===== config.mk =====
export PLATFORM = sky130hd
export DESIGN_NAME = nwayMachine
export DESIGN_NICKNAME = d
export VERILOG_FILES = /design/src/logic/isaPkg.sv /design/src/logic/machinePkg.sv /design/src/logic/codeMemory.sv /design/src/logic/operandStore.sv /design/src/logic/executeUnit.sv /design/src/logic/sequencer.sv /design/src/logic/nwayMachine.sv
export VERILOG_INCLUDE_DIRS = /design/src /design/src/logic
export SDC_FILE = /design/constraint.sdc
export NUM_CORES = 2
export LEC_CHECK = 0
export BUFFER_PORTS_ARGS = -buffer_cell sky130_fd_sc_hd__buf_4
export CAP_MARGIN = 20
export CELL_PAD_IN_SITES_DETAIL_PLACEMENT = 0
export CELL_PAD_IN_SITES_GLOBAL_PLACEMENT = 1
export CORE_MARGIN = 4
export CORE_UTILIZATION = 58
export DETAILED_ROUTE_END_ITERATION = 6
export PLACE_DENSITY_LB_ADDON = 0.25
export SLEW_MARGIN = 20
export SYNTH_ARGS = -nofsm -noshare
export SYNTH_HDL_FRONTEND = slang
export SYNTH_MEMORY_MAX_BITS = 65536
export SYNTH_SLANG_ARGS = --single-unit

===== constraint.sdc =====
create_clock -name clock -period 46.1 [get_ports clock]
set_input_delay 6.915 -clock clock [delete_from_list [all_inputs] [get_ports clock]]
set_output_delay 6.915 -clock clock [all_outputs]
set_load 0.005 [all_outputs]

===== src/logic/machine_defines.svh =====
// Sizes of the machine's memories and fields
// Include wherever a depth or width is needed

`ifndef MACHINE_DEFINES_SVH
`define MACHINE_DEFINES_SVH

`define WORD_WIDTH         16                           // Data word
`define INSTRUCTION_WIDTH  256                          // One code slot

`define CODE_DEPTH         16                           // Code slots
`define CODE_INDEX_WIDTH   4                            // Addresses a code slot
`define CODE_COUNT_WIDTH   5                            // Holds 0 to CODE_DEPTH
`define IP_WIDTH           16                           // Instruction pointer, wraps when negative

`define LOCAL_DEPTH        8                            // Local words
`define LOCAL_INDEX_WIDTH  3

`define HEAP_AREA          4                            // Words per heap area
`define HEAP_AREAS         4                            // Number of areas
`define HEAP_DEPTH         (`HEAP_AREA * `HEAP_AREAS)
`define HEAP_INDEX_WIDTH   4

`endif


===== src/logic/isaPkg.sv =====
// Instruction set of the machine
// Opcodes keep the numbering of the original instruction list

`include "machine_defines.svh"

package isaPkg;

  // --------------------
  // Opcodes
  typedef enum logic [31:0] {
    opAdd        = 32'd0,
    opJEq        = 32'd22,
    opJFalse     = 32'd23,
    opJGe        = 32'd24,
    opJGt        = 32'd25,
    opJLe        = 32'd26,
    opJLt        = 32'd27,
    opJNe        = 32'd28,
    opJTrue      = 32'd29,
    opJmp        = 32'd30,
    opMov        = 32'd34,
    opNop        = 32'd36,
    opNot        = 32'd37,
    opOut        = 32'd38,
    opShiftLeft  = 32'd53,
    opShiftRight = 32'd54,
    opSubtract   = 32'd56
  } opcodeT;                                            // Others run as nop

  typedef enum logic [1:0] {
    arenaNone  = 2'd0,
    arenaHeap  = 2'd1,
    arenaLocal = 2'd2
  } arenaT;

  // --------------------
  // Operand descriptor, 64 bits
  typedef struct packed {
    logic [31:0] area;                                  // Heap area or jump offset
    logic [15:0] address;
    logic [1:0]  spare;
    arenaT       arena;
    logic [1:0]  dArea;                                 // 1 reads area from local
    logic [1:0]  dAddress;                              // 0 immediate, 1 direct, 2 via local
    logic [7:0]  delta;
  } operandT;

  // Spare field pads the format out to the full slot
  typedef struct packed {
    opcodeT  opcode;
    logic [`INSTRUCTION_WIDTH-$bits(opcodeT)-3*$bits(operandT)-1:0] spare;
    operandT target;
    operandT source1;
    operandT source2;
  } instructionT;

endpackage


===== src/logic/machinePkg.sv =====
// Data path and control types shared by the machine's units

`include "machine_defines.svh"

package machinePkg;

  typedef logic signed [`WORD_WIDTH-1:0] wordT;

  // Operand values resolved for one instruction
  typedef struct packed {
    wordT targetValue;
    wordT source1Value;
    wordT source2Value;
  } operandValuesT;

  // Result headed for the target location
  typedef struct packed {
    logic enable;
    wordT data;
  } writeBackT;

  // One word on the output channel
  typedef struct packed {
    logic valid;                                        // Single cycle pulse
    wordT value;
  } outputT;

  // --------------------
  // Sequencer states
  typedef enum logic [1:0] {
    stateIdle,                                          // Waiting for run
    stateRunning,
    stateDone                                           // Ip left the program
  } runStateT;

endpackage


===== src/logic/codeMemory.sv =====
// Code store written through a load port while the machine is stopped
// Presents the instruction at ip without a clock delay

`include "machine_defines.svh"

module codeMemory
  import isaPkg::*;
(
  input  logic                          clock,
  input  logic                          reset,
  input  logic                          loadEnable,
  input  logic [`CODE_INDEX_WIDTH-1:0]  loadAddress,
  input  instructionT                   loadInstruction,
  input  logic [`IP_WIDTH-1:0]          ip,
  output instructionT                   instruction,
  output logic [`CODE_COUNT_WIDTH-1:0]  programLength
);

  instructionT                  code [`CODE_DEPTH];
  logic [`CODE_COUNT_WIDTH-1:0] loadEnd;

  assign loadEnd = `CODE_COUNT_WIDTH'(loadAddress) + 1'b1;   // One past the slot being loaded

  always_ff @(posedge clock) begin
    if (reset) begin
      for (int i = 0; i < `CODE_DEPTH; i++) begin
        code[i] <= '0;
      end
      programLength <= '0;
    end else if (loadEnable) begin
      code[loadAddress] <= loadInstruction;
      if (loadEnd > programLength) begin                // Track highest slot loaded
        programLength <= loadEnd;
      end
    end
  end

  always_comb begin
    if (ip < `IP_WIDTH'(`CODE_DEPTH)) begin
      instruction = code[ip[`CODE_INDEX_WIDTH-1:0]];
    end else begin
      instruction        = '0;                          // Past the store, run a nop
      instruction.opcode = opNop;
    end
  end

endmodule


===== src/logic/operandStore.sv =====
// Local and heap memories of the machine
// Resolves the target and both sources of the current instruction and
// commits the execute unit's result to the target on the clock edge

`include "machine_defines.svh"

module operandStore
  import isaPkg::*;
  import machinePkg::*;
(
  input  logic          clock,
  input  logic          reset,
  input  logic          run,
  input  operandT       target,
  input  operandT       source1,
  input  operandT       source2,
  input  writeBackT     writeBack,
  output operandValuesT values
);

  wordT localMem [`LOCAL_DEPTH];
  wordT heapMem  [`HEAP_DEPTH];

  logic                          targetWritable;
  logic [`LOCAL_INDEX_WIDTH-1:0] targetLocalIndex;
  logic [`HEAP_INDEX_WIDTH-1:0]  targetHeapIndex;

  // --------------------
  // Addressing helpers

  // Local word at a wrapped index, zero extended for address arithmetic
  function automatic logic [31:0] localIndirect(input logic [31:0] index);
    logic [31:0] wrapped;
    wrapped = index % `LOCAL_DEPTH;
    return {{(32-`WORD_WIDTH){1'b0}}, localMem[wrapped[`LOCAL_INDEX_WIDTH-1:0]]};
  endfunction

  function automatic logic [`LOCAL_INDEX_WIDTH-1:0] localIndex(input operandT op);
    logic [31:0] offset;
    logic [31:0] wrapped;
    offset  = op.dAddress == 2'd2 ? localIndirect(32'(op.address)) : 32'(op.address);
    wrapped = (32'(op.delta) + offset) % `LOCAL_DEPTH;
    return wrapped[`LOCAL_INDEX_WIDTH-1:0];
  endfunction

  function automatic logic [`HEAP_INDEX_WIDTH-1:0] heapIndex(input operandT op);
    logic [31:0] base;
    logic [31:0] offset;
    logic [31:0] wrapped;
    base    = op.dArea == 2'd1 ? localIndirect(op.area) : op.area;   // Area number
    offset  = op.dAddress == 2'd2 ? localIndirect(32'(op.address)) : 32'(op.address);
    wrapped = (32'(op.delta) + base * `HEAP_AREA + offset) % `HEAP_DEPTH;
    return wrapped[`HEAP_INDEX_WIDTH-1:0];
  endfunction

  // Descriptor names a memory location rather than an immediate
  function automatic logic addressable(input operandT op);
    logic direct;
    direct = op.dAddress == 2'd1 || op.dAddress == 2'd2;
    case (op.arena)
      arenaLocal: return direct;
      arenaHeap:  return direct && (op.dArea == 2'd0 || op.dArea == 2'd1);
      default:    return 1'b0;
    endcase
  endfunction

  function automatic wordT operandValue(input operandT op);
    wordT value;
    value = '0;                                         // Arena none and bad modes
    if (op.arena != arenaNone && op.dAddress == 2'd0) begin
      value = wordT'(op.address);                       // Immediate
    end else if (addressable(op)) begin
      if (op.arena == arenaLocal) begin
        value = localMem[localIndex(op)];
      end else begin
        value = heapMem[heapIndex(op)];
      end
    end
    return value;
  endfunction

  // --------------------
  // Operand resolution

  always_comb begin
    values.targetValue  = operandValue(target);
    values.source1Value = operandValue(source1);
    values.source2Value = operandValue(source2);
    targetWritable      = addressable(target);
    targetLocalIndex    = localIndex(target);
    targetHeapIndex     = heapIndex(target);
  end

  // --------------------
  // Target write, memories cleared whenever the machine is stopped

  always_ff @(posedge clock) begin
    if (reset || !run) begin
      for (int i = 0; i < `LOCAL_DEPTH; i++) begin
        localMem[i] <= '0;
      end
      for (int i = 0; i < `HEAP_DEPTH; i++) begin
        heapMem[i] <= '0;
      end
    end else if (writeBack.enable && targetWritable) begin
      if (target.arena == arenaLocal) begin
        localMem[targetLocalIndex] <= writeBack.data;
      end else begin
        heapMem[targetHeapIndex] <= writeBack.data;
      end
    end
  end

endmodule


===== src/logic/executeUnit.sv =====
// Decodes the current instruction and computes its result
// Drives the target write, the branch request and the output strobe

`include "machine_defines.svh"

module executeUnit
  import isaPkg::*;
  import machinePkg::*;
(
  input  logic          clock,
  input  logic          reset,
  input  logic          executing,
  input  instructionT   instruction,
  input  operandValuesT values,
  output writeBackT     writeBack,
  output logic          branchTaken,
  output wordT          branchOffset,
  output outputT        out
);

  wordT result;
  logic writes;                                         // Opcode stores to target
  logic jump;                                           // Jump condition holds
  logic outValid;
  wordT outValue;
  wordT s1;
  wordT s2;

  assign s1 = values.source1Value;
  assign s2 = values.source2Value;

  // --------------------
  // Decode
  always_comb begin
    result = '0;
    writes = 1'b0;
    jump   = 1'b0;
    case (instruction.opcode)
      opAdd: begin
        result = s1 + s2;
        writes = 1'b1;
      end
      opSubtract: begin
        result = s1 - s2;
        writes = 1'b1;
      end
      opMov: begin
        result = s1;
        writes = 1'b1;
      end
      opNot: begin
        result = s1 == '0 ? wordT'(1) : '0;
        writes = 1'b1;
      end
      opShiftLeft: begin
        result = wordT'($unsigned(values.targetValue) << $unsigned(s1));
        writes = 1'b1;
      end
      opShiftRight: begin
        result = wordT'($unsigned(values.targetValue) >> $unsigned(s1));   // Logical
        writes = 1'b1;
      end
      opJEq:    jump = s1 == s2;
      opJNe:    jump = s1 != s2;
      opJLt:    jump = s1 < s2;                         // Signed compares
      opJLe:    jump = s1 <= s2;
      opJGt:    jump = s1 > s2;
      opJGe:    jump = s1 >= s2;
      opJTrue:  jump = s1 != '0;
      opJFalse: jump = s1 == '0;
      opJmp:    jump = 1'b1;
      default:  ;                                       // Nop and unsupported opcodes
    endcase
  end

  assign writeBack.enable = executing && writes;
  assign writeBack.data   = result;
  assign branchTaken      = executing && jump;
  assign branchOffset     = instruction.target.area[`WORD_WIDTH-1:0];   // Relative to ip

  // --------------------
  // Output strobe, one cycle after the out instruction
  always_ff @(posedge clock) begin
    if (reset) begin
      outValid <= 1'b0;
    end else begin
      outValid <= executing && instruction.opcode == opOut;
    end
  end

  always_ff @(posedge clock) begin
    outValue <= s1;
  end

  assign out.valid = outValid;
  assign out.value = outValue;

endmodule


===== src/logic/sequencer.sv =====
// Instruction pointer and run control
// Steps through the program while run is high and flags the finish

`include "machine_defines.svh"

module sequencer
  import machinePkg::*;
(
  input  logic                          clock,
  input  logic                          reset,
  input  logic                          run,
  input  logic [`CODE_COUNT_WIDTH-1:0]  programLength,
  input  logic                          branchTaken,
  input  wordT                          branchOffset,
  output logic [`IP_WIDTH-1:0]          ip,
  output logic                          executing,
  output logic                          finished
);

  runStateT state;
  logic     inRange;

  assign inRange   = ip < `IP_WIDTH'(programLength);   // Negative ip wraps high
  assign executing = run && state == stateRunning && inRange;
  assign finished  = state == stateDone;

  always_ff @(posedge clock) begin
    if (reset || !run) begin
      state <= stateIdle;
      ip    <= '0;
    end else begin
      case (state)
        stateIdle: state <= stateRunning;
        stateRunning: begin
          if (!inRange) begin
            state <= stateDone;                         // Ip left the program
          end else if (branchTaken) begin
            ip <= ip + `IP_WIDTH'(branchOffset);
          end else begin
            ip <= ip + 1'b1;
          end
        end
        stateDone: state <= stateDone;                  // Hold until run drops
        default:   state <= stateIdle;
      endcase
    end
  end

endmodule


===== src/logic/nwayMachine.sv =====
// Top level of the register-transfer machine
// Load code while run is low, then raise run and wait for finished

`include "machine_defines.svh"

module nwayMachine
  import isaPkg::*;
  import machinePkg::*;
(
  input  logic                          clock,
  input  logic                          reset,
  input  logic                          run,
  input  logic                          loadEnable,
  input  logic [`CODE_INDEX_WIDTH-1:0]  loadAddress,
  input  instructionT                   loadInstruction,
  output logic                          finished,
  output outputT                        out
);

  logic [`IP_WIDTH-1:0]         ip;
  logic [`CODE_COUNT_WIDTH-1:0] programLength;
  instructionT                  instruction;
  operandValuesT                values;
  writeBackT                    writeBack;
  logic                         branchTaken;
  wordT                         branchOffset;
  logic                         executing;

  codeMemory codeMemory (
    .clock          (clock),
    .reset          (reset),
    .loadEnable     (loadEnable),
    .loadAddress    (loadAddress),
    .loadInstruction(loadInstruction),
    .ip             (ip),
    .instruction    (instruction),
    .programLength  (programLength)
  );

  operandStore operandStore (
    .clock    (clock),
    .reset    (reset),
    .run      (run),
    .target   (instruction.target),
    .source1  (instruction.source1),
    .source2  (instruction.source2),
    .writeBack(writeBack),
    .values   (values)
  );

  executeUnit executeUnit (
    .clock       (clock),
    .reset       (reset),
    .executing   (executing),
    .instruction (instruction),
    .values      (values),
    .writeBack   (writeBack),
    .branchTaken (branchTaken),
    .branchOffset(branchOffset),
    .out         (out)
  );

  sequencer sequencer (
    .clock        (clock),
    .reset        (reset),
    .run          (run),
    .programLength(programLength),
    .branchTaken  (branchTaken),
    .branchOffset (branchOffset),
    .ip           (ip),
    .executing    (executing),
    .finished     (finished)
  );

endmodule


==> qor.csv <==
stage,metric,value,unit
status,outcome,"finished, final reports clean",
logic_synthesis,Seq cells post-synth,2540,
clock_tree,CTS max path bufs,4,
power,Worst VDD drop,0.0440,mV
logic_synthesis,simple-gate share of the synthesized area,15.7,%
min_path,hold crit path type,flip-flop to flip-flop,
global_routing,initial antenna violation count,38,
power,pwr dens,42.6,nW/um^2
global_routing,largest net degree at the start of global routing,134,
timing,min Tclk post-route,16250,ps
floorplanning,Row Count,170,
timing,"Period Utilization, post-route",35.2,%
drt,detailed-route DRC error count,0,
power,switch share,26.4,%
place,port bufs,157,
place,HPWL Detailed,206000,um
setup_path,Worst Path Arrival,17020,ps
power,Gate power share,16.5,%
logic_synthesis,Synth top area share,59.9,%
floorplanning,core area,215000,um^2
logic_synthesis,multiplexer share of the synthesized area,16.5,%
logic_synthesis,largest area contributor in the netlist,edfxtp_1,
setup_path,Startpoint Class,flip-flop,
logic_synthesis,Mapped Cells,8455,
setup_path,Worst EP required,46870,ps
setup_path,crit-path max FO,55,
logic_synthesis,ys async rst share,0,%
place,RePlAce Congestion,0.935,
logic_synthesis,Post-synth EDFFs,2496,
cells_and_area,fillers,15100,
power,Lkg Pwr,47.1,nW
power,clock power share,37.2,%
global_routing,vias in the first global route,76500,
logic_synthesis,sequential area share after synthesis,60.6,%
logic_synthesis,main combinational cell family by area after synthesis,multiplexers,
clock_tree,Post-CTS Resized,0,
clock_tree,CTS Buf Count,284,
timing,max_slew headroom,12.3,%
power,Net Sw Power,1.54,mW
global_routing,global route total overflow,0,
timing,setup TNS,0,ps
timing,Final Hold Viols,0,
timing,Max Slew Vio Count,0,
clock_tree,clk sinks,2540,
setup_path,CP peak stage delay,1370,ps
setup_path,Register-to-Register Path Depth,49,
logic_synthesis,synth unique cells,110,
job,max-cap violation count,0,
drt,Antenna Nets Post-Route,0,
clock_tree,"CTS clk-pin slew, worst paths",60,ps
cells_and_area,area of the multi-input gates,46100,um^2
drt,final wirelength,368000,um
clock_tree,Root Driver,clkbuf_16,
setup_path,Worst R2R End,sequencer.ip[14],
power,sequential power share,46.3,%
clock_tree,number of H-tree levels,5,
min_path,hold path startpoint,sequencer.ip[15],
logic_synthesis,"Top FF cell, synth",edfxtp_1,
clock_tree,setup bufs post-CTS,0,
floorplanning,I/O pins,282,
floorplanning,initial core utilization,58.3,%
cells_and_area,"Cell Count, Final, Fillers Out",11400,
drt,Vias,75700,
timing,RSZ-0062 raised after global routing,false,
logic_synthesis,synthesized area,125000,um^2
timing,fmax,61.5,MHz
min_path,end of the worst hold path,sequencer.ip[15],
timing,count of endpoints failing setup in the final report,0,
setup_path,"delay-heaviest family, CP",compound AO/OA/AOI/OAI gates,
drt,drt wl/cell,32.3,um
clock_tree,cts hold-fix bufs,0,
min_path,WHS Path Cells,2,
place,dpl cells,10900,
logic_synthesis,Syn Area/Cell,14.8,um^2
timing,Tightest Pin Transition,1300,ps
logic_synthesis,post-synthesis adder-cell area fraction,1.05,%
floorplanning,die area,223000,um^2
logic_synthesis,xor and xnor area share after synthesis,0.247,%
logic_synthesis,synth cell count leaders,"2496 x edfxtp_1, 2134 x and2_1, 797 x mux4_2",
power,Total Power,5.85,mW
timing,Worst Hold Margin,481,ps
global_routing,first-pass GRT wire length,532000,um
setup_path,kind of critical path,flip-flop to flip-flop,
drt,drt pass-1 iters,7,
power,Cell Int Power,4.31,mW
cells_and_area,register area,75800,um^2
logic_synthesis,most frequent cell after synthesis,edfxtp_1,
clock_tree,CTS tree,done,
setup_path,slowest CP cell,fa_4,
floorplanning,Die Y,472,um
setup_path,Worst Setup End Kind,flip-flop,
drt,First DRT Iteration DRCs,9775,
logic_synthesis,synth top area cells,"edfxtp_1 60%, mux4_2 14%, and2_1 11%, mux2i_1 1.6%, clkbuf_1 1.6%",
cells_and_area,layout net count,8696,
cells_and_area,share of cells above drive strength 1,20.0,%
logic_synthesis,"Warnings, synthesis",0,
logic_synthesis,Syn Nets,8817,
global_routing,total track usage,33.0,%
setup_path,r2r setup slk,29850,ps
timing,Clock Skew,72.5,ps
cells_and_area,P&R area growth vs syn,9.83,%
setup_path,WP buf/inv,4,
floorplanning,Die Wd,472,um
logic_synthesis,Synth Area in Compound Gates,3.06,%
drt,Via density,6.64,
clock_tree,clock latency at the later pin of the worst-skew pair,970,ps
layer usage:
metal	GRT usage, %	wire length (um)	up-vias
met5	0	155	-
met4	13.5	16100	22
met3	7.84	41900	821
met2	51.4	172000	4695
met1	45.4	138000	38800
li1	-	-	31400
layout by cell type, fill, tap and decap left out, drive strengths merged, types with 18 or more instances in the layout:
| cell type | n |
|---|---|
| nand2b | 24 |
| bufinv | 19 |
| edfxtp | 2496 |
| o21ai | 102 |
| a31oi | 21 |
| a22oi | 20 |
| a221oi | 30 |
| xnor2 | 20 |
| nand4 | 23 |
| mux2i | 206 |
| nand3 | 65 |
| diode | 27 |
| o22ai | 22 |
| buf | 334 |
| or2 | 29 |
| mux2 | 55 |
| nor4 | 94 |
| mux4 | 797 |
| clkbuf | 369 |
| and2 | 2134 |
| nor2b | 272 |
| nand2 | 265 |
| a21oi | 143 |
| nor3 | 75 |
| inv | 96 |
| dfxtp | 44 |
| ha | 86 |
| clkinv | 89 |
| a211oi | 21 |
| and3 | 41 |
| a21o | 18 |
| nor2 | 285 |
state kept, by name (all words and copies together) (netlist names), named ones only:
name                      count
executeUnit.outValid          1
sequencer.state               2
codeMemory.code            2112
operandStore.localMem       128
executeUnit.outValue         16
codeMemory.programLength      5
sequencer.ip                 16
operandStore.heapMem        256
power by group through the flow:
stage | logic [mW] | clock network [mW] | registers (mW)
6_report | 0.964 | 2.18 | 2.71
5_1_grt | 1.00 | 2.29 | 2.72
4_1_cts | 0.942 | 2.19 | 2.71
3_5_place_dp | 0.939 | 0 | 2.75
3_3_place_gp | 0.933 | 0 | 2.74
2_1_floorplan | 0.612 | 0 | 2.74
metrics by stage:
step	util [%]	worst slack, ps	area [um^2]
final	64.0	29850	137000
after global routing	64.0	28800	137000
after CTS	63.9	29960	137000
after detailed placement	59.8	30030	128000
after global placement	59.8	30050	128000
after floorplan	-	31430	125000
worst register-to-register path: cells and delay by family (launching register included):
kind	cells	cell delay (ps)
muxes	6	3260
DFF	1	730
and+or+nand+nor	5	890
buffers and inverters	4	2620
AOI/OAI and AO/OA	28	5770
xor gates and xnor gates	1	130
adders and majority gates	5	2670
how the worst max path moves through the flow:
| stage | slack, ps | to | depth (start not counted) | from |
|---|---|---|---|---|
| detailed placement | 30030 | sequencer.ip[14] | 49 | flip-flop |
| global placement | 30050 | sequencer.ip[14] | 49 | flip-flop |
| finish | 29850 | sequencer.ip[14] | 49 | flip-flop |
| global route | 28800 | sequencer.ip[14] | 49 | flip-flop |
| floorplan | 31430 | sequencer.ip[14] | 71 | flip-flop |
| CTS | 29960 | sequencer.ip[14] | 49 | flip-flop |
final cells by class:
type / count / share of cell area [%]
sequential: 2540 / 55.2
multi-input combinational: 5082 / 33.5
clock buffer: 369 / 5.62
tap: 2838 / 2.59
timing repair buffer: 334 / 1.99
clock inverter: 114 / 0.745
inverter: 92 / 0.255
antenna: 27 / 0.0492
logic make-up (layout without fill, tap and decap cells):
logic type	after synthesis	in the layout
simple gates	3356	3356
flops	2540	2540
mux	1058	1058
buf+inv	833	909
compound gates	542	542
fa+ha+maj	98	98
xor+xnor	28	28
other cells	0	27
Note: power is estimated with default switching activity, not from simulation.
